`config.mk`:
```
export PLATFORM = sky130hd
export DESIGN_NAME = data_store
export DESIGN_NICKNAME = d
export VERILOG_FILES = /design/src/hw/cache_pkg.sv /design/src/hw/data_store.sv
export SDC_FILE = /design/constraint.sdc
export NUM_CORES = 2
export LEC_CHECK = 0
export BUFFER_PORTS_ARGS = -buffer_cell sky130_fd_sc_hd__buf_4
export CORE_MARGIN = 2
export CORE_UTILIZATION = 25
export CTS_CLUSTER_SIZE = 40
export DETAILED_ROUTE_END_ITERATION = 10
export PLACE_DENSITY_LB_ADDON = 0.05
export SYNTH_ARGS = -nofsm -noshare
export SYNTH_HDL_FRONTEND = slang
export SYNTH_SLANG_ARGS = --single-unit
```
`constraint.sdc`:
```
create_clock -name clk_i -period 23.4 [get_ports clk_i]
set_input_delay 0 -clock clk_i [delete_from_list [all_inputs] [get_ports clk_i]]
set_output_delay 0 -clock clk_i [all_outputs]
set_load 0.05 [all_outputs]
```
`src/hw/cache_pkg.sv`:
```
`default_nettype none

package cache_pkg;

	// ====================
	// CPU write width
	// ====================
	typedef enum logic [1:0] {
		SIZE_BYTE,
		SIZE_HALF,
		SIZE_WORD
	} access_size_t;

	// ====================
	// Miss handling FSM
	// ====================
	typedef enum logic [2:0] {
		READY,
		FILL_REQUEST,
		FILL_WAIT,
		WRITEBACK_REQUEST,
		WRITEBACK_WAIT
	} cache_state_t;

endpackage

`default_nettype wire

```
`src/hw/data_store.sv`:
```
`timescale 1ns/1ps
`default_nettype none

module data_store #(
	parameter SIZE      = 2048,
	parameter LINE_SIZE = 256,
	parameter ADDR_SIZE = 12,
	parameter WORD_SIZE = 32
) (
	input  logic                    clk_i,
	input  logic                    reset_i,
	input  logic [ADDR_SIZE-1:0]    cpu_addr,
	input  logic                    cpu_write,
	input  cache_pkg::access_size_t cpu_size,
	input  logic [WORD_SIZE-1:0]    cpu_wr_data,
	input  logic                    data_merge,
	input  logic                    data_fill,
	input  logic [LINE_SIZE-1:0]    mem_rd_data,
	output logic [WORD_SIZE-1:0]    cpu_rd_data,
	output logic [LINE_SIZE-1:0]    line_data
);

	localparam NUM_LINES      = SIZE / LINE_SIZE;
	localparam WORDS_PER_LINE = LINE_SIZE / WORD_SIZE;
	localparam INDEX_BITS     = $clog2(NUM_LINES);
	localparam WORD_BITS      = $clog2(WORDS_PER_LINE);
	localparam WOFF_BITS      = $clog2(WORD_SIZE / 8);
	localparam OFFSET_BITS    = WORD_BITS + WOFF_BITS;

	logic [WORDS_PER_LINE-1:0][WORD_SIZE-1:0] lines [NUM_LINES];
	logic [WORDS_PER_LINE-1:0][WORD_SIZE-1:0] cur_line;
	logic [WORDS_PER_LINE-1:0][WORD_SIZE-1:0] next_line;

	logic [INDEX_BITS-1:0] index;
	logic [WORD_BITS-1:0]  word;
	logic [WOFF_BITS-1:0]  woff;

	assign index = cpu_addr[OFFSET_BITS +: INDEX_BITS];
	assign word  = cpu_addr[WOFF_BITS +: WORD_BITS];
	assign woff  = cpu_addr[WOFF_BITS-1:0];

	assign cur_line  = lines[index];
	assign line_data = cur_line; // Victim line for writeback

	// Incoming line on fill, then the sized CPU write on top
	always_comb begin
		next_line = data_fill ? mem_rd_data : cur_line;
		if (cpu_write) begin
			case (cpu_size)
				cache_pkg::SIZE_BYTE: next_line[word][8 * woff +: 8]  = cpu_wr_data[7:0];
				cache_pkg::SIZE_HALF: next_line[word][8 * woff +: 16] = cpu_wr_data[15:0];
				cache_pkg::SIZE_WORD: next_line[word]                 = cpu_wr_data;
				default: begin
				end
			endcase
		end
	end

	assign cpu_rd_data = data_fill ? next_line[word] : cur_line[word];

	always_ff @(posedge clk_i) begin
		if (data_merge || data_fill)
			lines[index] <= next_line;
	end

	assert property (@(posedge clk_i) disable iff (reset_i)
		((data_merge || data_fill) && cpu_write) |->
			(cpu_size == cache_pkg::SIZE_BYTE || cpu_size == cache_pkg::SIZE_HALF ||
			cpu_size == cache_pkg::SIZE_WORD));

endmodule

`default_nettype wire

```
Yosys cells after proc, flatten, opt, wreduce, memory -nomap -nowiden
Memory sizes are Yosys's and may differ from the RTL's.
Index checks and enable logic that the tools add are counted.
W data, S select, Z words.
{"block": "classes", "add_sub_neg": 1, "n_mul": 0, "n_div": 0, "magnitude_cmp": 2, "eq_ne": 2, "shift": 4, "n_mux": 19, "bitwise_logic": 0, "reduce_logical": 3}
{"op": "$bwmux W256", "n": 3}
{"op": "$pmux W256 S3", "n": 1}
{"op": "$mux W256", "n": 2}
{"op": "$demux W32 S3", "n": 3}
{"op": "$bmux W32 S3", "n": 2}
{"op": "$mux W32", "n": 6}
{"op": "$neg A5 Y34", "n": 1}
{"op": "$shift A16 B34 Y32 const A", "n": 1}
{"op": "$shift A8 B34 Y32 const A", "n": 1}
{"op": "$shiftx A16 B34 Y32", "n": 1}
{"op": "$shiftx A8 B34 Y32", "n": 1}
{"op": "$lt A3 B4 Y1 const B", "n": 1}
{"op": "$ge A3 B1 Y1 const B", "n": 1}
{"op": "$eq A2 B1 Y1 const B", "n": 1}
{"op": "$eq A2 B2 Y1 const B", "n": 1}
{"op": "$logic_not A2 Y1", "n": 1}
{"op": "$mux W1", "n": 2}
{"op": "$logic_and A1 B1 Y1", "n": 1}
{"op": "$logic_or A1 B1 Y1", "n": 1}
{"block": "word_totals", "ff_bits": 0, "latchBits": 0, "mem_bits_rw": 2048, "romBits": 0, "out_inout_bits": 288, "elab_cells": 32, "mem_count": 1}
{"name": "lines", "depth": 8, "word_bits": 256, "read_ports": 1, "rd_ports_with_merged_regs": 0, "write_ports": 1, "line_no": "data_store.sv:30", "text": "logic [WORDS_PER_LINE-1:0][WORD_SIZE-1:0] lines [NUM_LINES];"}

Longest topological paths before layout
{"block": "depth", "word_depth": 10, "ltp_mapped": 16, "ltp_nobuf": 9}

Worst setup path after synthesis
OpenSTA, ideal clock, no wires.
{"block": "synth_timing", "kind": "input -> register", "startpoint": "input port data_fill", "endpoint": "memory lines[0][0] (netlist bit), enable pin", "setup_time_ps": 1186, "t_arrival_ps": 18782, "t_required_ps": 22214, "path_slack_ps": 3432, "cell_stages": 7, "n_path_buf": 5, "cell_sequence": "clkbuf_1 clkbuf_1 clkbuf_1 buf_1 clkbuf_1 nor2_1 nor3_1"}
{"block": "synth_via", "elab_chain_cells": 3}
{"item": "from (decl)", "line_no": "data_store.sv:17", "text": "input logic data_fill,"}
{"item": "$logic_or A1 B1 Y1", "line_no": "data_store.sv:62", "text": "if (data_merge || data_fill)"}
{"item": "$mux W1", "line_no": "data_store.sv:62"}
{"item": "$mux W1 (implied by the code)", "line_no": "data_store.sv:63", "text": "lines[index] <= next_line;"}
{"item": "to (decl)", "line_no": "data_store.sv:30"}
Every way passes these cells.

Final worst setup path
{"block": "layout_timing", "startpoint": "input port cpu_addr[7]", "endpoint": "output port cpu_rd_data[15]"}
{"block": "layout_via", "elab_chain_cells": 8, "word_cells_on_any_way": 12, "classes_between": "11 x mux; 1 x memory"}
{"item": "from (decl)", "line_no": "data_store.sv:12", "text": "input logic [ADDR_SIZE-1:0] cpu_addr,"}
{"item": "$mem_v2 Z8 W256 (*)"}
{"item": "$mux W256", "line_no": "data_store.sv:47", "text": "next_line = data_fill ? mem_rd_data : cur_line;"}
{"item": "$bwmux W256 (on tied branches)", "line_no": "data_store.sv:52, data_store.sv:50, data_store.sv:51"}
{"item": "$pmux W256 S3", "line_no": "data_store.sv:49", "text": "case (cpu_size)"}
{"item": "$mux W256", "line_no": "data_store.sv:48", "text": "if (cpu_write) begin"}
{"item": "$bmux W32 S3", "line_no": "data_store.sv:59", "text": "assign cpu_rd_data = data_fill ? next_line[word] : cur_line[word];"}
{"item": "$mux W32 (implied by the code)", "line_no": "data_store.sv:59"}
{"item": "$mux W32 (*)", "line_no": "data_store.sv:59"}
{"item": "to (decl)", "line_no": "data_store.sv:19", "text": "output logic [WORD_SIZE-1:0] cpu_rd_data,"}
Every way passes the cells marked *; elsewhere a longest branch is shown, timed or not. The select of a mux whose other input is x is not followed.

==> flow_summary.rst <==
.. list-table::
   :header-rows: 1

   * - Metric
     - Value
   * - Status
     - complete, but fails checks
   * - Violated checks
     - capacitance limit, slew limit
   * - Starting Density
     - 25.16%
   * - I/O pin count
     - 595
   * - Area grow syn2layout
     - 23.44%
   * - RD Place Congestion
     - 0.9472
   * - Insertion delay to the later sink of the worst-skew pair
     - 0.97 ns
   * - CP Capture Type
     - output port
   * - Largest regs
     - lines: 2048 flops
   * - Post-layout instance area
     - 0.1106 mm2
   * - Leading cell type in the layout, fill and taps excluded
     - sky130_fd_sc_hd__edfxtp_1
   * - Unique cell type count in the Yosys netlist
     - 99
   * - Parity-gate share of the synthesized area counting xor and xnor cells
     - 0%
   * - Syn nets
     - 6219
   * - Sequential cell area fraction in the yosys report
     - 68.62%
   * - Pwr Density
     - 87.05 mW/mm2
   * - CTS tree
     - built
   * - Initial antenna violation count
     - 60
   * - Critical path destination
     - cpu_rd_data[15]
   * - Combinational family with the most area after synthesis
     - compound AO/OA/AOI/OAI gates
   * - Share of the cycle needed by the critical path after routing
     - 26.94%
   * - Aggregate global routing overflow
     - 0
   * - Count of unresolved DRC violations after routing
     - 0
   * - Vertical die dimension
     - 602.7 um
   * - Placeable Area
     - 0.3562 mm2
   * - Post-DR wirelength/cell
     - 46.85 um
   * - Per-instance average area after synthesis
     - 15.18 um2
   * - Achievable frequency
     - 0.1586 GHz
   * - Estimated wirelength of the detail-placed design
     - 382100 um
   * - Final setup TNS
     - 0 ns
   * - Largest net degree at the start of global routing
     - 98
   * - Total global-route track usage
     - 29.52%
   * - Slew at the pin closest to its max-slew limit
     - 1.573 ns
   * - Worst IR drop on VDD
     - 0.06266 mV
   * - Number of buffers created by CTS
     - 245
   * - Synth Area in Simple Gates
     - 5.281%
   * - Clock H-tree levels
     - 4
   * - Endpoint of the lowest-slack register-to-register path
     - lines[4][82]$_DFFE_PP_
   * - Maximum buffer depth of the clock tree
     - 4
   * - Headroom to the max-slew limit
     - -5.257%
   * - Final Core Density
     - 31.06%
   * - Multi-input combinational cell area
     - 0.02596 mm2
   * - Maximum Capacitance Violations
     - 2
   * - Arrival time of the worst setup path
     - 6.30 ns
   * - Global-route wire length before repair
     - 702100 um
   * - Most used flip-flop cell after synthesis
     - sky130_fd_sc_hd__edfxtp_1
   * - Largest Register
     - lines
   * - Post-layout nets
     - 7126
   * - Critical path class
     - input pin to output port
   * - Placed Instance Area
     - 0.1012 mm2
   * - Post-Route WL
     - 551900 um
   * - Largest fanout of any net on the critical path
     - 46
   * - Startpoint of the worst setup timing path
     - cpu_addr[7]
   * - Worst Path Required
     - 23.40 ns
   * - Commonest non-fill, non-tap cells in the layout
     - sky130_fd_sc_hd__edfxtp_1, sky130_fd_sc_hd__buf_4, sky130_fd_sc_hd__mux2i_1, sky130_fd_sc_hd__nor2_1, sky130_fd_sc_hd__nand2_1
   * - Worst r2r src
     - lines[5][82]$_DFFE_PP_
   * - Filler Cell Count
     - 35.62k
   * - Leakage power summed over all cells
     - 36.83 nW
   * - Standard-cell row count
     - 219
   * - Via count normalized by instance count
     - 5.742
   * - Max Clock Skew
     - 0.06486 ns
   * - Flip-flop and latch count after synthesis
     - 2048
   * - Reg clk slew, reported paths
     - 0.06 ns
   * - First-pass detailed-route iteration total
     - 8
   * - Via count of the routed design
     - 67.65k
   * - Count of endpoints failing setup in the final report
     - 0
   * - Number of post-CTS setup repair buffers
     - 0
   * - Synthesized instance count
     - 5905
   * - DRT iter0 DRCs
     - 9531
   * - Worst setup slack for register-to-register paths
     - 19.39 ns
   * - Fraction of layout instances using a drive strength above 1
     - 25.09%
   * - Adder and majority gate portion of the synthesized area
     - 0.09772%
   * - Worst hold path startpoint
     - mem_rd_data[7]
   * - Critical Path Start Type
     - input pin
   * - Root Buffer
     - sky130_fd_sc_hd__clkbuf_16
   * - Register area
     - 0.06150 mm2
   * - Number of sinks on the clock net
     - 2048
   * - X dimension of the die
     - 602.7 um
   * - Vias in the first global route
     - 64.42k
   * - Shortest period the worst path allows
     - 6.304 ns
   * - RSZ-0062 raised after global routing
     - false
   * - Post-synthesis async set-or-reset flop share
     - 0%
   * - Number of hold violations in the final report
     - 0
   * - Number of synthesized flops with an enable pin
     - 2048
   * - Summed instance area of the synthesized netlist
     - 0.08962 mm2
   * - Number of input and output port buffers inserted
     - 589
   * - Number of routed nets with antenna violations
     - 0
   * - Path type of the worst min-delay path
     - input pin to flop
   * - Final Max Slew Viols
     - 5
   * - Die footprint
     - 0.3633 mm2
   * - Mux cell area share after synthesis
     - 9.267%
   * - Yosys warnings
     - 0
   * - Flip-flop count of the largest register after layout
     - 2048
   * - Complex-gate fraction of the synthesized area
     - 13.88%
   * - Depth of the worst register-to-register path
     - 5
[synth_stat cells, types with 47 or more instances]
| cell type | count | area (um2) |
|---|---|---|
| sky130_fd_sc_hd__mux2i_1 | 349 | 3493 |
| sky130_fd_sc_hd__a22oi_1 | 205 | 1539 |
| sky130_fd_sc_hd__o21ai_0 | 214 | 1071 |
| sky130_fd_sc_hd__o221ai_1 | 57 | 499.2 |
| sky130_fd_sc_hd__a21oi_1 | 140 | 700.7 |
| sky130_fd_sc_hd__buf_2 | 153 | 765.7 |
| sky130_fd_sc_hd__o211ai_1 | 50 | 375.4 |
| sky130_fd_sc_hd__nand2_1 | 275 | 1032 |
| sky130_fd_sc_hd__a221oi_1 | 267 | 2338 |
| sky130_fd_sc_hd__nor2_1 | 286 | 1074 |
| sky130_fd_sc_hd__o2bb2ai_1 | 53 | 464.2 |
| sky130_fd_sc_hd__nand2b_1 | 67 | 419.2 |
| sky130_fd_sc_hd__inv_1 | 47 | 176.4 |
| sky130_fd_sc_hd__a221o_1 | 70 | 700.7 |
| sky130_fd_sc_hd__buf_4 | 47 | 352.8 |
| sky130_fd_sc_hd__nor3_1 | 55 | 275.3 |
| sky130_fd_sc_hd__buf_1 | 61 | 229.0 |
| sky130_fd_sc_hd__edfxtp_1 | 2048 | 61500 |
| sky130_fd_sc_hd__o22ai_1 | 213 | 1333 |
| sky130_fd_sc_hd__mux2_2 | 212 | 2387 |
| sky130_fd_sc_hd__nand3_1 | 69 | 345.3 |
| sky130_fd_sc_hd__clkbuf_1 | 215 | 807.0 |
| sky130_fd_sc_hd__mux4_2 | 106 | 2387 |
[worst min-delay path by stage]
stage	end	slack [ns]	cells after the start
detailed placement	lines[2][78]$_DFFE_PP_	0.67	4
global route	lines[4][103]$_DFFE_PP_	0.03	3
global placement	lines[3][169]$_DFFE_PP_	0.67	4
finish	lines[1][7]$_DFFE_PP_	0.04	4
CTS	lines[6][131]$_DFFE_PP_	0.001	3
floorplan	lines[0][168]$_DFFE_PP_	0.36	2
[power breakdown]
group | total, mW | switching (mW) | internal [mW]
Combinational | 1.62 | 1.24 | 0.379
Clock | 3.75 | 1.62 | 2.13
Sequential | 4.26 | 0.0233 | 4.24
[worst max-delay path, cell delays in order]
cell	delay (ns)
sky130_fd_sc_hd__buf_8	0.24
sky130_fd_sc_hd__buf_4	0.70
sky130_fd_sc_hd__buf_4	0.72
sky130_fd_sc_hd__buf_4	0.76
sky130_fd_sc_hd__nor2_4	0.33
sky130_fd_sc_hd__buf_4	0.41
sky130_fd_sc_hd__a22o_1	0.24
sky130_fd_sc_hd__a221o_1	0.50
sky130_fd_sc_hd__mux2i_1	0.42
sky130_fd_sc_hd__o32ai_1	0.26
sky130_fd_sc_hd__nor4_1	0.58
sky130_fd_sc_hd__a31oi_1	0.54
sky130_fd_sc_hd__buf_4	0.37
[what timing repair did]
item,in CTS,in global routing
hold endpoints to repair,1220,0
hold buffers,162,0
resized for setup,0,0
[cells by family after synthesis]
logic type | after synthesis
compound gates | 1670
fa+ha+maj | 7
buf+inv | 544
simple gates | 967
mux | 669
flops | 2048
[metal layers]
layer	GRT usage [%]	wire length [um]	vias up
li1	-	-	26234
met1	38.81	228100	36533
met2	45.19	243600	3932
met3	5.612	41820	931
met4	17.53	38230	18
met5	0	115	-
[stage by stage]
step / setup slack [ns] / instances / hold WS (ns) / total power, mW
finish: 17.10 / 11781 / 0.03627 / 9.631
detailed placement: 17.23 / 11154 / 0.6718 / 5.910
CTS: 17.24 / 11758 / 0.001125 / 9.674
global route: 17.22 / 11762 / 0.03287 / 9.843
floorplan: 3.432 / 5905 / 0.3604 / 5.104
global placement: 17.23 / 11152 / 0.6691 / 5.901
[final cells by class]
cell class	instances	share of cell area, %
multi-input cells	3313	23.46
repair buffers	1152	8.351
well taps	4751	5.373
flip-flops and latches	2048	55.59
diodes	23	0.05202
clock inverters	143	1.251
clock buffers	299	5.725
inverters	52	0.1990
Power figures use the tool's default switching activity.
