$ cat src/hw/tag_store.sv
`timescale 1ns/1ps
`default_nettype none

module tag_store #(
	parameter SIZE      = 2048,
	parameter LINE_SIZE = 256,
	parameter ADDR_SIZE = 12,
	parameter WORD_SIZE = 32
) (
	input  logic                 clk_i,
	input  logic                 reset_i,
	input  logic [ADDR_SIZE-1:0] cpu_addr,
	input  logic                 tag_we,
	input  logic                 tag_set_dirty,
	input  logic                 tag_clean,
	input  logic                 tag_fill,
	output logic                 hit,
	output logic                 victim_dirty,
	output logic [ADDR_SIZE-1:0] victim_addr
);

	localparam NUM_LINES      = SIZE / LINE_SIZE;
	localparam WORDS_PER_LINE = LINE_SIZE / WORD_SIZE;
	localparam INDEX_BITS     = $clog2(NUM_LINES);
	localparam WORD_BITS      = $clog2(WORDS_PER_LINE);
	localparam WOFF_BITS      = $clog2(WORD_SIZE / 8);
	localparam OFFSET_BITS    = WORD_BITS + WOFF_BITS;
	localparam TAG_BITS       = ADDR_SIZE - INDEX_BITS - OFFSET_BITS;

	logic [NUM_LINES-1:0] valid;
	logic [NUM_LINES-1:0] dirty;
	logic [TAG_BITS-1:0]  tags [NUM_LINES];

	logic [INDEX_BITS-1:0] index;
	logic [TAG_BITS-1:0]   addr_tag;

	assign index    = cpu_addr[OFFSET_BITS +: INDEX_BITS];
	assign addr_tag = cpu_addr[ADDR_SIZE-1 -: TAG_BITS];

	assign hit          = valid[index] && (tags[index] == addr_tag);
	assign victim_dirty = valid[index] && dirty[index];
	assign victim_addr  = {tags[index], index, {OFFSET_BITS{1'b0}}}; // Line aligned

	always_ff @(posedge clk_i) begin
		if (reset_i) begin
			valid <= '0;
			dirty <= '0;
			for (int i = 0; i < NUM_LINES; i++)
				tags[i] <= '0;
		end else if (tag_we) begin
			if (tag_fill) begin
				tags[index]  <= addr_tag;
				valid[index] <= 1'b1;
				dirty[index] <= tag_set_dirty;
			end else if (tag_clean) begin
				dirty[index] <= 1'b0; // After writeback
			end else if (tag_set_dirty) begin
				dirty[index] <= 1'b1;
			end
		end
	end

endmodule

`default_nettype wire

$ cat config.mk
export PLATFORM = sky130hd
export DESIGN_NAME = tag_store
export DESIGN_NICKNAME = d
export VERILOG_FILES = /design/src/hw/tag_store.sv
export SDC_FILE = /design/constraint.sdc
export NUM_CORES = 1
export LEC_CHECK = 0
export BUFFER_PORTS_ARGS = -buffer_cell sky130_fd_sc_hd__buf_4
export CORE_ASPECT_RATIO = 1.75
export CORE_UTILIZATION = 45
export DETAILED_ROUTE_END_ITERATION = 10
export PLACE_DENSITY = 0.62
export SLEW_MARGIN = 40
export SYNTH_ARGS = -nofsm -noshare
export SYNTH_HDL_FRONTEND = slang
export SYNTH_SLANG_ARGS = --single-unit
$ cat constraint.sdc
create_clock -name clk_i -period 3.6 [get_ports clk_i]
set_input_delay 0.72 -clock clk_i [delete_from_list [all_inputs] [get_ports clk_i]]
set_output_delay 0.72 -clock clk_i [all_outputs]
set_load 0.1 [all_outputs]
## Word level (Yosys, flattened, before mapping)

Memory sizes are Yosys's and may differ from the RTL's.
Index checks and enable logic that the tools add are counted.

- Word-level logic and storage cells: 36
- Memory bits (writable): 32
- Input bits: 18
- Register bits: 16
- Memories: 1

- $lt $le $gt $ge: 2
- Equality and inequality tests: 1
- Bitwise operators: 4
- Reduce and logical (&&, ||, !) cells: 7
- Mux-type cells: 19

Memories:

| name | depth | width | rd ports | clocked after memory_dff | wr ports | line | source |
|---|---|---|---|---|---|---|---|
| tags | 8 | 4 | 1 | 0 | 8 | 32 | `logic [TAG_BITS-1:0] tags [NUM_LINES];` |

Operators with widths:

| operator | count |
|---|---|
| 2-to-1 mux 8 bit | 3 |
| bitwise OR 8 bit | 2 |
| 2-to-1 mux 1 bit | 10 |
| AND 8 bit | 1 |
| bitwise mux 8 bit | 1 |
| NOT 8 bit | 1 |
| binary-select mux 1 bit (select 3 bit) | 2 |
| == test 4 bit | 1 |
| < comparator 3 x 4 -> 1 bit (second input constant) | 1 |
| 2-to-1 mux 4 bit | 1 |
| AND reduction 2 bit | 2 |
| OR reduction 4 bit | 1 |
| demux 1 bit (select 3 bit) | 1 |
| greater-or-equal comparator 3 x 1 -> 1 bit (second input constant) | 1 |
| logical AND 1 bit | 3 |
| 2-to-1 mux 3 bit | 1 |
| nonzero test 3 bit | 1 |

## Longest topological paths before layout

Gate-level depths: netlist of run 1.

- Depth after elaboration: 8
- Gate-level depth with buffers: 8
- Gate-level depth less buffers: 5

## Worst setup path before layout of run 1

OpenSTA, ideal clock, no wires.

- Kind: in2out
- From: input port cpu_addr[5]
- To: output port hit
- Path slack: -1765 ps
- Arrival time: 4645 ps
- Stages on the path: 7
- Buffers on the path: 3
- Path through: buf_6 > buf_12 > buf_12 > mux2i_1 > a221oi_2 > xor2_1 > nor4_2

- Longest elaborated chain between the ends: 3
- Elaborated cells on any way between the ends: 5
- Those cells by class: eq/ne: 1; mux: 2; reduce/logical: 1; memory: 1

RTL lines:

| item | line | source |
|---|---|---|
| from (decl) | 12 | `input logic [ADDR_SIZE-1:0] cpu_addr,` |
| memory (8 x 4 bit) | - |  |
| via victim_addr[11] | 19 | `output logic [ADDR_SIZE-1:0] victim_addr` |
| == test 4 bit | 40 | `assign hit = valid[index] && (tags[index] == addr_tag);` |
| logical AND 1 bit | 40 |  |
| to (decl) | 17 | `output logic hit,` |

The timed path passes the listed nets, and every way through them passes these cells. The select of a mux whose other input is x is not followed.

## Final worst setup path of run 1

- From: input port cpu_addr[5]
- To: output port hit

- Longest elaborated chain between the ends: 3
- Elaborated cells on any way between the ends: 5
- Those cells by class: eq/ne: 1; mux: 2; reduce/logical: 1; memory: 1

RTL lines:

| item | line |
|---|---|
| memory (8 x 4 bit) / binary-select mux 1 bit (select 3 bit) (equally long branches) | - |
| == test 4 bit / 2-to-1 mux 1 bit (equally long branches) | 40 |
| logical AND 1 bit * | 40 |

Every way passes the cells marked *; elsewhere a longest branch is shown, timed or not. The select of a mux whose other input is x is not followed.

==> results by group, run 1 <==
Hold path
  • Worst hold path type: flip-flop to flip-flop

STA
  • Hold Vio Cnt, Final: 0
  • Slew HR: 51.53%
  • Final period util: 91.31%
  • Fin worst setup slack: 0.3129 ns
  • Worst Clk Skew: 0 ns
  • Worst slew pin tran: 0.7195 ns
  • Final worst path period need: 3.287 ns
  • Final Max Slew Viols: 0
  • Hold_ws: 0.4582 ns
  • Max Clk Rate: 0.3042 GHz
  • Final setup fails: 0
  • Unrepaired setup endpoints after global routing: no

Critical path
  • Critical path class: primary input to output port
  • Most frequent CP cell: buf_4
  • Crit path required time: 2.88 ns
  • Largest stage delay on the critical path: 0.33 ns
  • CP Data Arrival Time: 2.57 ns
  • CP Capture Type: output port
  • Slowest cell on the critical path: buf_4
  • CP cell instances: buf_4 > buf_4 > mux2i_1 > o22ai_1 > o21a_1 > o21ai_1 > nor4_4 > buf_4
  • Max FO, Critical Path: 26
  • Critical Path Start Type: primary input

Yosys
  • Register area share after synthesis: 52.41%
  • Post-synth top area share: 39.30%
  • Mapped cell area: 2445 µm²
  • Synth area leader: edfxtp_1
  • Ys async rst share: 0%
  • Post-synthesis sequential element count: 48
  • Syn Area/Cell: 11.98 µm²
  • Most frequent cells after synthesis: edfxtp_1 (32), and3_1 (25), dfxtp_1 (16)
  • Mapped Cells: 204
  • Yosys cell types: 41
  • Synth area leaders: edfxtp_1 (39%), dfxtp_1 (13%), and3_1 (6.4%)
  • Most used DFF post-synth: edfxtp_1
  • YS warnings: 0
  • Most common cell in the netlist: edfxtp_1
  • Post-synth EDFFs: 32

Route
  • Post-route DRC: 2
  • Via density: 6.047
  • First DRT Iteration DRCs: 49
  • Final ANT Viol Nets: 0
  • Post-Route WL: 5436 µm
  • Vias post-DR: 1,663
  • Routed len/inst: 19.77 µm
  • First-pass iteration count of the detailed router: 7

Pwr
  • PwrDens: 431.2 nW/µm²
  • Peak supply drop: 0.2452 mV
  • Leak Pwr: 1.154 nW

CTS
  • Clock Tree Root: clkbuf_8
  • Hold buffer count at cts: 0
  • Worst-path clk slew: 0.08 ns
  • Post-CTS sizing: 0
  • Clock sinks: 48
  • Htree depth: 2
  • Clock Tree Buf Depth: 2
  • Setup bufs post-CTS: 0
  • CTS tree: done
  • Clock buffer count from CTS: 5
  • Clk_lat worst skew: 0.30 ns

Placed design
  • DP HPWL: 4074 µm
  • Pre-CTS setup slack: 0.3387 ns
  • RD Place Congestion: 0.7763
  • Port bufs: 21

Outcome
  • Status: finished with violations
  • Failing checks: DRC

Global routing
  • Vias in the first global route: 1,698
  • Number of antenna violations at the first check in global routing: 0
  • GRT Residual Overflow: 0
  • First-pass GRT wire length: 8659 µm
  • Tot GR Track Use: 20.70%
  • Largest net degree at the start of global routing: 27

Cells and area
  • Layout Utilization: 50.95%
  • Share of cells above drive strength 1: 23.18%
  • Ant diodes: 0
  • Area delta synth->final: 9.519%
  • Final nets: 237

Flow run
  • Max Cap Viol: 0

Floorplan
  • Chip width: 57.72 µm
  • Die Span Y: 99.51 µm
  • Initial Util: 46.52%
  • Placeable Area: 5255 µm²
  • IO Count: 32
  • Die footprint: 5743 µm²
  • Rows: 35
## kinds of logic after synthesis
family                    count (synthesis)  share of synthesized area [%]
AOI/OAI and AO/OA                        40                          12.08
buffers and inverters                    22                          6.704
muxes                                    22                          11.10
and+or+nand+nor                          68                          16.48
xor gates and xnor gates                  3                          1.075
other                                     1                         0.1534
DFF                                      48                          52.41
## through the flow
stage | instance area (µm²) | instances | power, W | TNS (ns)
finish | 2678 | 275 | 0.001155 | 0
global route | 2678 | 275 | 0.001191 | 0
CTS | 2678 | 275 | 0.001162 | 0
detailed placement | 2591 | 267 | 0.0008550 | 0
global placement | 2591 | 267 | 0.0008506 | 0
floorplan | 2499 | 208 | 0.0008115 | -0.6733
## layer usage
layer / part of all wire [%] / global-route usage (%) / routed length (µm) / vias to the layer above
met4: 2.8 / 9.524 / 152 / 0
met1: 38 / 23.03 / 2080 / 825
met3: 3.7 / 3.251 / 201 / 11
met5: 0 / 0 / 0 / -
met2: 55 / 37.66 / 3001 / 46
li1: - / - / - / 781
## critical path, delay by kind of cell
kind                   cells  cell delay [ns]
AND/OR/NAND/NOR            1             0.25
multiplexers               1             0.10
buffers and inverters      3             0.95
AO/OA/AOI/OAI              3             0.54
## worst paths after layout
check                    from   endpoint  slack (ns)  cells past startpoint
setup / recovery  cpu_addr[5]        hit        0.31                      8
setup reg to reg    flip-flop  flip-flop        2.86                      2
hold reg to reg      valid[7]   valid[7]        0.46                      1
hold / removal       valid[7]   valid[7]        0.46                      1
## area by class of cell
class	count	area (µm²)
fill	480	2577
sequential	48	1281
multi-input combinational	138	1054
timing repair buffer	24	180.2
clock buffer	5	68.82
tap	55	68.82
clock inverter	3	17.52
inverter	2	7.507
## where the power goes
| part | internal (W) | switching [W] | total [W] |
|---|---|---|---|
| Sequential | 0.000612 | 0.00000887 | 0.000621 |
| Clock | 0.000136 | 0.000177 | 0.000313 |
| Combinational | 0.0000599 | 0.000161 | 0.000221 |
## cells in the final DEF (no fill, tap or decap), drive strengths merged
master / count
xor2: 3
mux2: 5
a311oi: 3
a211oi: 7
mux2i: 14
a221oi: 1
nor3: 5
a21oi: 7
mux4: 3
o22ai: 4
o22a: 1
clkbuf: 5
o31a: 1
clkinv: 2
nand2: 2
o21ai: 2
conb: 5
nand3: 2
nor2: 6
a21o: 8
dfxtp: 16
o21a: 1
buf: 24
nor4: 1
edfxtp: 32
a31oi: 3
inv: 3
and2: 13
nor2b: 3
o221ai: 1
or2: 9
and3: 25
a21boi: 1
nand2b: 2
(Power assumes the default switching activity.)
==> run 2: changes to the inputs <==
--- a/config.mk
+++ b/config.mk
@@ -5,7 +5,7 @@
 export SDC_FILE = /design/constraint.sdc
 export NUM_CORES = 1
 export LEC_CHECK = 0
-export BUFFER_PORTS_ARGS = -buffer_cell sky130_fd_sc_hd__buf_4
+export BUFFER_PORTS_ARGS = -buffer_cell sky130_fd_sc_hd__buf_2
 export CORE_ASPECT_RATIO = 1.75
 export CORE_UTILIZATION = 45
 export DETAILED_ROUTE_END_ITERATION = 10
==> run 2 against run 1 <==
- the flow still finishes with violations (DRC)
- global-route usage shrank 0.33 points
- sequential power hardly changed
- final area fell by 0.70%
- flip-flop and latch count did not move
- utilization shrank 0.36 points
- critical path depth did not move
- register-to-register slack worse by 0.03 ns
- count of clock-buffer cells in the layout grew 1
- critical endpoint unchanged
- highest routed layer unchanged
==> results by group, run 2 (synthesis gave the netlist of run 1 again) <==
Outcome
  • Status: finished with violations (unchanged)
  • Failing checks: DRC (unchanged)

CTS
  • Clock Tree Buf Depth: 2 (unchanged)
  • Worst-path clk slew: 0.08 ns (about the same)
  • Clock Tree Root: clkbuf_8 (unchanged)
  • Post-CTS sizing: 0 (unchanged)
  • Htree depth: 2 (unchanged)
  • Clock buffer count from CTS: 5 (unchanged)
  • Setup bufs post-CTS: 0 (unchanged)
  • Clk_lat worst skew: 0.29 ns (was 0.30 ns)
  • Clock sinks: 48 (unchanged)
  • Hold buffer count at cts: 0 (unchanged)
  • CTS tree: done (unchanged)

Hold path
  • Hold path startpoint: valid[0] (was valid[7])
  • Hold Path End: valid[0] (was valid[7])
  • Worst Hold Path Cells: 1 (unchanged)
  • Worst hold path type: flip-flop to flip-flop (unchanged)

STA
  • Final setup TNS: 0 ns (unchanged)
  • Final worst path period need: 3.290 ns (was 3.287 ns)
  • Worst Clk Skew: 0 ns (unchanged)
  • Final period util: 91.40% (was 91.31%)
  • Hold Vio Cnt, Final: 0 (unchanged)
  • Max Clk Rate: 0.3039 GHz (was 0.3042 GHz)
  • Fin worst setup slack: 0.3096 ns (was 0.3129 ns)
  • Slew HR: 56.62% (was 51.53%)
  • Unrepaired setup endpoints after global routing: no (unchanged)
  • Worst slew pin tran: 0.6506 ns (was 0.7195 ns)
  • Final setup fails: 0 (unchanged)
  • Final Max Slew Viols: 0 (unchanged)

Route
  • Final ANT Viol Nets: 0 (unchanged)
  • First-pass iteration count of the detailed router: 7 (unchanged)
  • First DRT Iteration DRCs: 55 (was 49)
  • Via density: 6.062 (was 6.047)
  • Post-Route WL: 5348 µm (was 5436 µm)
  • Post-route DRC: 2 (unchanged)
  • Routed len/inst: 19.59 µm (was 19.77 µm)
  • Vias post-DR: 1,655 (was 1,663)

Flow run
  • Max Cap Viol: 0 (unchanged)

Cells and area
  • Share of cells above drive strength 1: 22.48% (was 23.18%)
  • Most frequent cells in the layout: edfxtp_1 (32), and3_1 (25), buf_2 (20) (was edfxtp_1 (32), and3_1 (25), buf_4 (24))
  • Area delta synth->final: 8.751% (was 9.519%)
  • Fillers: 489 (was 480)
  • Design Area, Final: 2659 µm² (was 2678 µm²)
  • Ant diodes: 0 (unchanged)
  • Commonest non-fill, non-tap cell in the layout: edfxtp_1 (unchanged)
  • Post-route non-filler standard cell count: 273 (was 275)
  • Final nets: 235 (was 237)

Pwr
  • Leak Pwr: 1.141 nW (was 1.154 nW)
  • PwrDens: 454.8 nW/µm² (was 431.2 nW/µm²)
  • Peak supply drop: 0.2501 mV (was 0.2452 mV)

Global routing
  • First-pass GRT wire length: 8507 µm (was 8659 µm)
  • Vias in the first global route: 1,633 (was 1,698)
  • Tot GR Track Use: 20.37% (was 20.70%)
  • Number of antenna violations at the first check in global routing: 0 (unchanged)
  • GRT Residual Overflow: 0 (unchanged)
  • Largest net degree at the start of global routing: 26 (was 27)

Critical path
  • Critical path class: primary input to output port (unchanged)
  • Max FO, Critical Path: 25 (was 26)
  • CP Data Arrival Time: 2.57 ns (about the same)
  • R2R Setup Slk: 2.83 ns (was 2.86 ns)
  • Crit path required time: 2.88 ns (about the same)
  • Critical Path Start Type: primary input (unchanged)
  • Worst Reg2Reg Path Length in Cells: 2 (unchanged)
  • CP Capture Type: output port (unchanged)

Floorplan
  • IO Count: 32 (unchanged)
  • Die Span Y: 99.51 µm (unchanged)
  • Placeable Area: 5255 µm² (unchanged)
  • Chip width: 57.72 µm (unchanged)
  • Initial Util: 46.52% (unchanged)
  • Rows: 35 (unchanged)
  • Die footprint: 5743 µm² (unchanged)

Placed design
  • RD Place Congestion: 0.7645 (was 0.7763)
  • # placed instances: 265 (was 267)
  • Port bufs: 21 (unchanged)
  • DP HPWL: 3952 µm (was 4074 µm)
  • Pre-CTS setup slack: 0.2998 ns (was 0.3387 ns)
  • Placed inst area: 2551 µm² (was 2591 µm²)
[run 2: changes by cell type in the layout (fill, tap and decap cells not counted), sizes merged]
| cell | previous run | this run |
|---|---|---|
| buf | 24 | 22 |
| clkinv | 2 | 0 |
| bufinv | 0 | 1 |
| clkbuf | 5 | 6 |
| clkinvlp | 0 | 1 |
| inv | 3 | 2 |
[run 2: per-layer routing]
metal  vias up  track usage, %  routed length, µm
met3        18           2.731                223
met5         -               0                  0
li1        782               -                  -
met4         0           8.791                194
met1       805           23.51               2069
met2        50           36.76               2861
[run 2: worst max path at each step]
stage	slack, ns	startpoint	depth (start not counted)	to
after floorplan	-0.67	cpu_addr[5]	7	hit
after global placement	0.30	cpu_addr[5]	8	hit
after detailed placement	0.30	cpu_addr[5]	8	hit
after CTS	0.29	cpu_addr[5]	8	hit
after global routing	0.18	cpu_addr[5]	8	hit
final	0.31	cpu_addr[5]	8	hit
[run 2: critical path, stage by stage]
cell and delay (ns):
buf_2 0.36, buf_12 0.23, mux2i_1 0.26, o22ai_1 0.14, nor3_1 0.20, o21ai_1 0.12, nor4_4 0.31, buf_12 0.21
[run 2: power breakdown]
group          switching, W  internal [W]
clock              0.000171      0.000206
combinational      0.000161     0.0000517
sequential       0.00000838      0.000612
total              0.000340      0.000869
[run 2: area by class of cell]
| class | count | area (µm²) | share of cell area, % |
|---|---|---|---|
| Tap cell | 55 | 68.82 | 2.588 |
| Multi-Input combinational cell | 138 | 1054 | 39.62 |
| Inverter | 2 | 7.507 | 0.2824 |
| Sequential cell | 48 | 1281 | 48.19 |
| Clock buffer | 6 | 72.57 | 2.729 |
| Timing Repair Buffer | 22 | 140.1 | 5.271 |
| Clock inverter | 2 | 35.03 | 1.318 |
[run 2: metrics by stage]
stage	hold WS [ns]	power, W	util (%)
after global routing	0.4770	0.001254	50.60
after detailed placement	0.4342	0.0008464	48.55
after global placement	0.4271	0.0008442	48.55
after CTS	0.4535	0.001219	50.60
final	0.4489	0.001209	50.60
after floorplan	0.4177	0.0008115	-
==> run 3: changes to the inputs <==
--- a/config.mk
+++ b/config.mk
@@ -5,8 +5,10 @@
 export SDC_FILE = /design/constraint.sdc
 export NUM_CORES = 1
 export LEC_CHECK = 0
+export ABC_AREA = 1
 export BUFFER_PORTS_ARGS = -buffer_cell sky130_fd_sc_hd__buf_2
 export CORE_ASPECT_RATIO = 1.75
+export CORE_MARGIN = 2
 export CORE_UTILIZATION = 45
 export DETAILED_ROUTE_END_ITERATION = 10
 export PLACE_DENSITY = 0.62
==> run 3 against run 2 <==
- the flow now finishes without violations
- power shrank 0.15%
- combinational power shrank 6%
- utilization grew 0.45 points
- non-clock buffer count grew 3
- via count grew 18%
- final area is essentially flat
- area after synthesis shrank 1.0%
- synthesized cell count grew 52%
- count of clock-buffer cells in the layout grew 1
- final cell count grew 41%
- largest cell class unchanged
==> results by group, run 3 <==
STA
  • Slew HR: 62.89% (was 56.62%)
  • Max Clk Rate: 0.3184 GHz (was 0.3039 GHz)
  • Fin worst setup slack: 0.4597 ns (was 0.3096 ns)
  • Worst Clk Skew: 0 ns (unchanged)
  • Hold Vio Cnt, Final: 0 (unchanged)
  • Final Max Slew Viols: 0 (unchanged)
  • Worst slew pin tran: 0.5560 ns (was 0.6506 ns)
  • Final worst path period need: 3.140 ns (was 3.290 ns)
  • Final setup TNS: 0 ns (unchanged)
  • Final period util: 87.23% (was 91.40%)
  • Final setup fails: 0 (unchanged)
  • Unrepaired setup endpoints after global routing: no (unchanged)

Pwr
  • Peak supply drop: 0.3254 mV (was 0.2501 mV)
  • PwrDens: 454.0 nW/µm² (was 454.8 nW/µm²)
  • Design Power: 0.001208 W (was 0.001209 W)
  • Leak Pwr: 1.249 nW (was 1.141 nW)

Yosys
  • Most frequent cells after synthesis: nand2_1 (111), nor2_1 (51), edfxtp_1 (32) (was edfxtp_1 (32), and3_1 (25), dfxtp_1 (16))
  • Mapped Cells: 310 (was 204)
  • Post-synthesis sequential element count: 48 (unchanged)
  • Post-synthesis simple-gate area fraction: 29.42% (was 16.48%)
  • Most common cell in the netlist: nand2_1 (was edfxtp_1)
  • Ys async rst share: 0% (unchanged)
  • Synth area leader: edfxtp_1 (unchanged)
  • Xor/xnor share of the synthesized area: 0% (was 1.075%)
  • YS warnings: 0 (unchanged)
  • Register area share after synthesis: 52.95% (was 52.41%)
  • Main combinational cell family by area after synthesis: simple AND/OR/NAND/NOR gates (unchanged)
  • Syn Area/Cell: 7.806 µm² (was 11.98 µm²)
  • Post-synth top area share: 39.71% (was 39.30%)
  • Mapped cell area: 2420 µm² (was 2445 µm²)
  • Synth Area in Compound Gates: 7.704% (was 12.08%)
  • Yosys cell types: 28 (was 41)
  • Synth area leaders: edfxtp_1 (40%), nand2_1 (17%), dfxtp_1 (13%) (was edfxtp_1 (39%), dfxtp_1 (13%), and3_1 (6.4%))
  • Synth Area in Adders: 0% (unchanged)
  • Post-synth EDFFs: 32 (unchanged)
  • Post-synthesis mux area share: 0% (was 11.11%)
  • Most used DFF post-synth: edfxtp_1 (unchanged)

Floorplan
  • Rows: 35 (unchanged)
  • Die footprint: 6003 µm² (was 5743 µm²)
  • Placeable Area: 5211 µm² (was 5255 µm²)
  • Initial Util: 46.43% (was 46.52%)
  • Chip width: 59.43 µm (was 57.72 µm)
  • IO Count: 32 (unchanged)
  • Die Span Y: 101.0 µm (was 99.51 µm)

CTS
  • Clock Tree Buf Depth: 2 (unchanged)
  • Setup bufs post-CTS: 0 (unchanged)
  • CTS tree: done (unchanged)
  • Clock buffer count from CTS: 5 (unchanged)
  • Htree depth: 2 (unchanged)
  • Clock sinks: 48 (unchanged)
  • Clock Tree Root: clkbuf_8 (unchanged)
  • Clk_lat worst skew: 0.28 ns (was 0.29 ns)
  • Post-CTS sizing: 0 (unchanged)
  • Worst-path clk slew: 0.08 ns (about the same)
  • Hold buffer count at cts: 0 (unchanged)

Global routing
  • Vias in the first global route: 1,847 (was 1,633)
  • GRT Residual Overflow: 0 (unchanged)
  • First-pass GRT wire length: 8645 µm (was 8507 µm)
  • Tot GR Track Use: 19.75% (was 20.37%)
  • Number of antenna violations at the first check in global routing: 0 (unchanged)
  • Largest net degree at the start of global routing: 19 (was 26)

Critical path
  • Critical Path Start Type: primary input (unchanged)
  • CP Data Arrival Time: 2.42 ns (was 2.57 ns)
  • Critical path class: primary input to output port (unchanged)
  • Crit path required time: 2.88 ns (about the same)
  • CP Capture Type: output port (unchanged)
  • Max FO, Critical Path: 16 (was 25)
  • Worst Setup SP: cpu_addr[5] (unchanged)

Cells and area
  • Commonest non-fill, non-tap cell in the layout: nand2_1 (was edfxtp_1)
  • Ant diodes: 0 (unchanged)
  • Fillers: 504 (was 489)
  • Area delta synth->final: 9.928% (was 8.751%)
  • Final nets: 349 (was 235)
  • Share of cells above drive strength 1: 13.60% (was 22.48%)
  • Most frequent cells in the layout: nand2_1 (111), nor2_1 (50), edfxtp_1 (32) (was edfxtp_1 (32), and3_1 (25), buf_2 (20))

Route
  • First DRT Iteration DRCs: 123 (was 55)
  • Post-route DRC: 0 (was 2)
  • Vias post-DR: 1,949 (was 1,655)
  • Final ANT Viol Nets: 0 (unchanged)
  • Via density: 5.049 (was 6.062)
  • Post-Route WL: 5318 µm (was 5348 µm)
  • First-pass iteration count of the detailed router: 5 (was 7)
  • Routed len/inst: 13.78 µm (was 19.59 µm)

Outcome
  • Status: finished clean (was finished with violations)

Hold path
  • Worst hold path type: flip-flop to flip-flop (unchanged)

Placed design
  • RD Place Congestion: 0.8367 (was 0.7645)
  • Pre-CTS setup slack: 0.4470 ns (was 0.2998 ns)
  • DP HPWL: 4013 µm (was 3952 µm)
  • Port bufs: 21 (unchanged)

Flow run
  • Max Cap Viol: 0 (unchanged)
==> run 3: changes by cell type after synthesis, sizes merged, moves of 4 or more <==
cell / delta
nor2: +48
mux2: -5
mux2i: -14
clkinv: +4
o21ai: +18
inv: +29
a21o: -8
and2: -13
and3: -25
o22ai: -4
a211oi: -7
or2: -8
nand2: +111
==> run 3: kinds of logic after synthesis <==
logic type,count (synthesis)
other,1
AOI/OAI and AO/OA,32
buffers and inverters,50
and+or+nand+nor,179
DFF,48
==> run 3: area by class of cell <==
cell class	count	area (µm²)	share of cell area [%]
clock buffer	7	118.9	4.468
inverter	35	131.4	4.939
multi-input combinational	216	924.6	34.76
sequential	48	1281	48.17
tap	55	68.82	2.587
timing repair buffer	25	135.1	5.080
==> run 3: stage by stage <==
stage	std cells	area, µm²	utilization [%]	hold WS (ns)
after floorplan	314	2442	-	0.4234
after global placement	379	2541	48.76	0.4350
after detailed placement	379	2541	48.76	0.4403
after CTS	386	2660	51.04	0.4534
after global routing	386	2660	51.04	0.4875
final	386	2660	51.04	0.4517
==> run 3: path summary, 6_finish.rpt <==
kind                                   to  slack, ns  cells after the start
worst max-delay path                  hit       0.46                     13
worst min-delay path            flip-flop       0.45                      2
worst max register to register  flip-flop       2.95                      2
worst min register to register  flip-flop       0.45                      2
==> run 3: power breakdown <==
part           internal (W)  total, W  switching [W]
Clock              0.000218  0.000388       0.000170
Combinational     0.0000381  0.000201       0.000162
Sequential         0.000612  0.000619     0.00000763
Total              0.000867   0.00121       0.000340
==> run 3: routing by layer <==
layer  GRT usage [%]  vias up  part of all wire (%)
li1                -     1003                     -
met1           21.66      882                    40
met2           36.18       57                    54
met3           2.696        7                   4.5
met4           8.566        0                   1.6
met5               0        -                     0
==> run 3: critical path, stage by stage <==
cell and delay [ns]:
buf_2 0.25, buf_4 0.28, nand2_1 0.07, o21ai_0 0.13, nand2_1 0.08, nand2_1 0.08, nand2_1 0.04, nand2_1 0.09
nand2_1 0.06, inv_1 0.04, nand2_1 0.07, nor2_4 0.07, buf_2 0.42
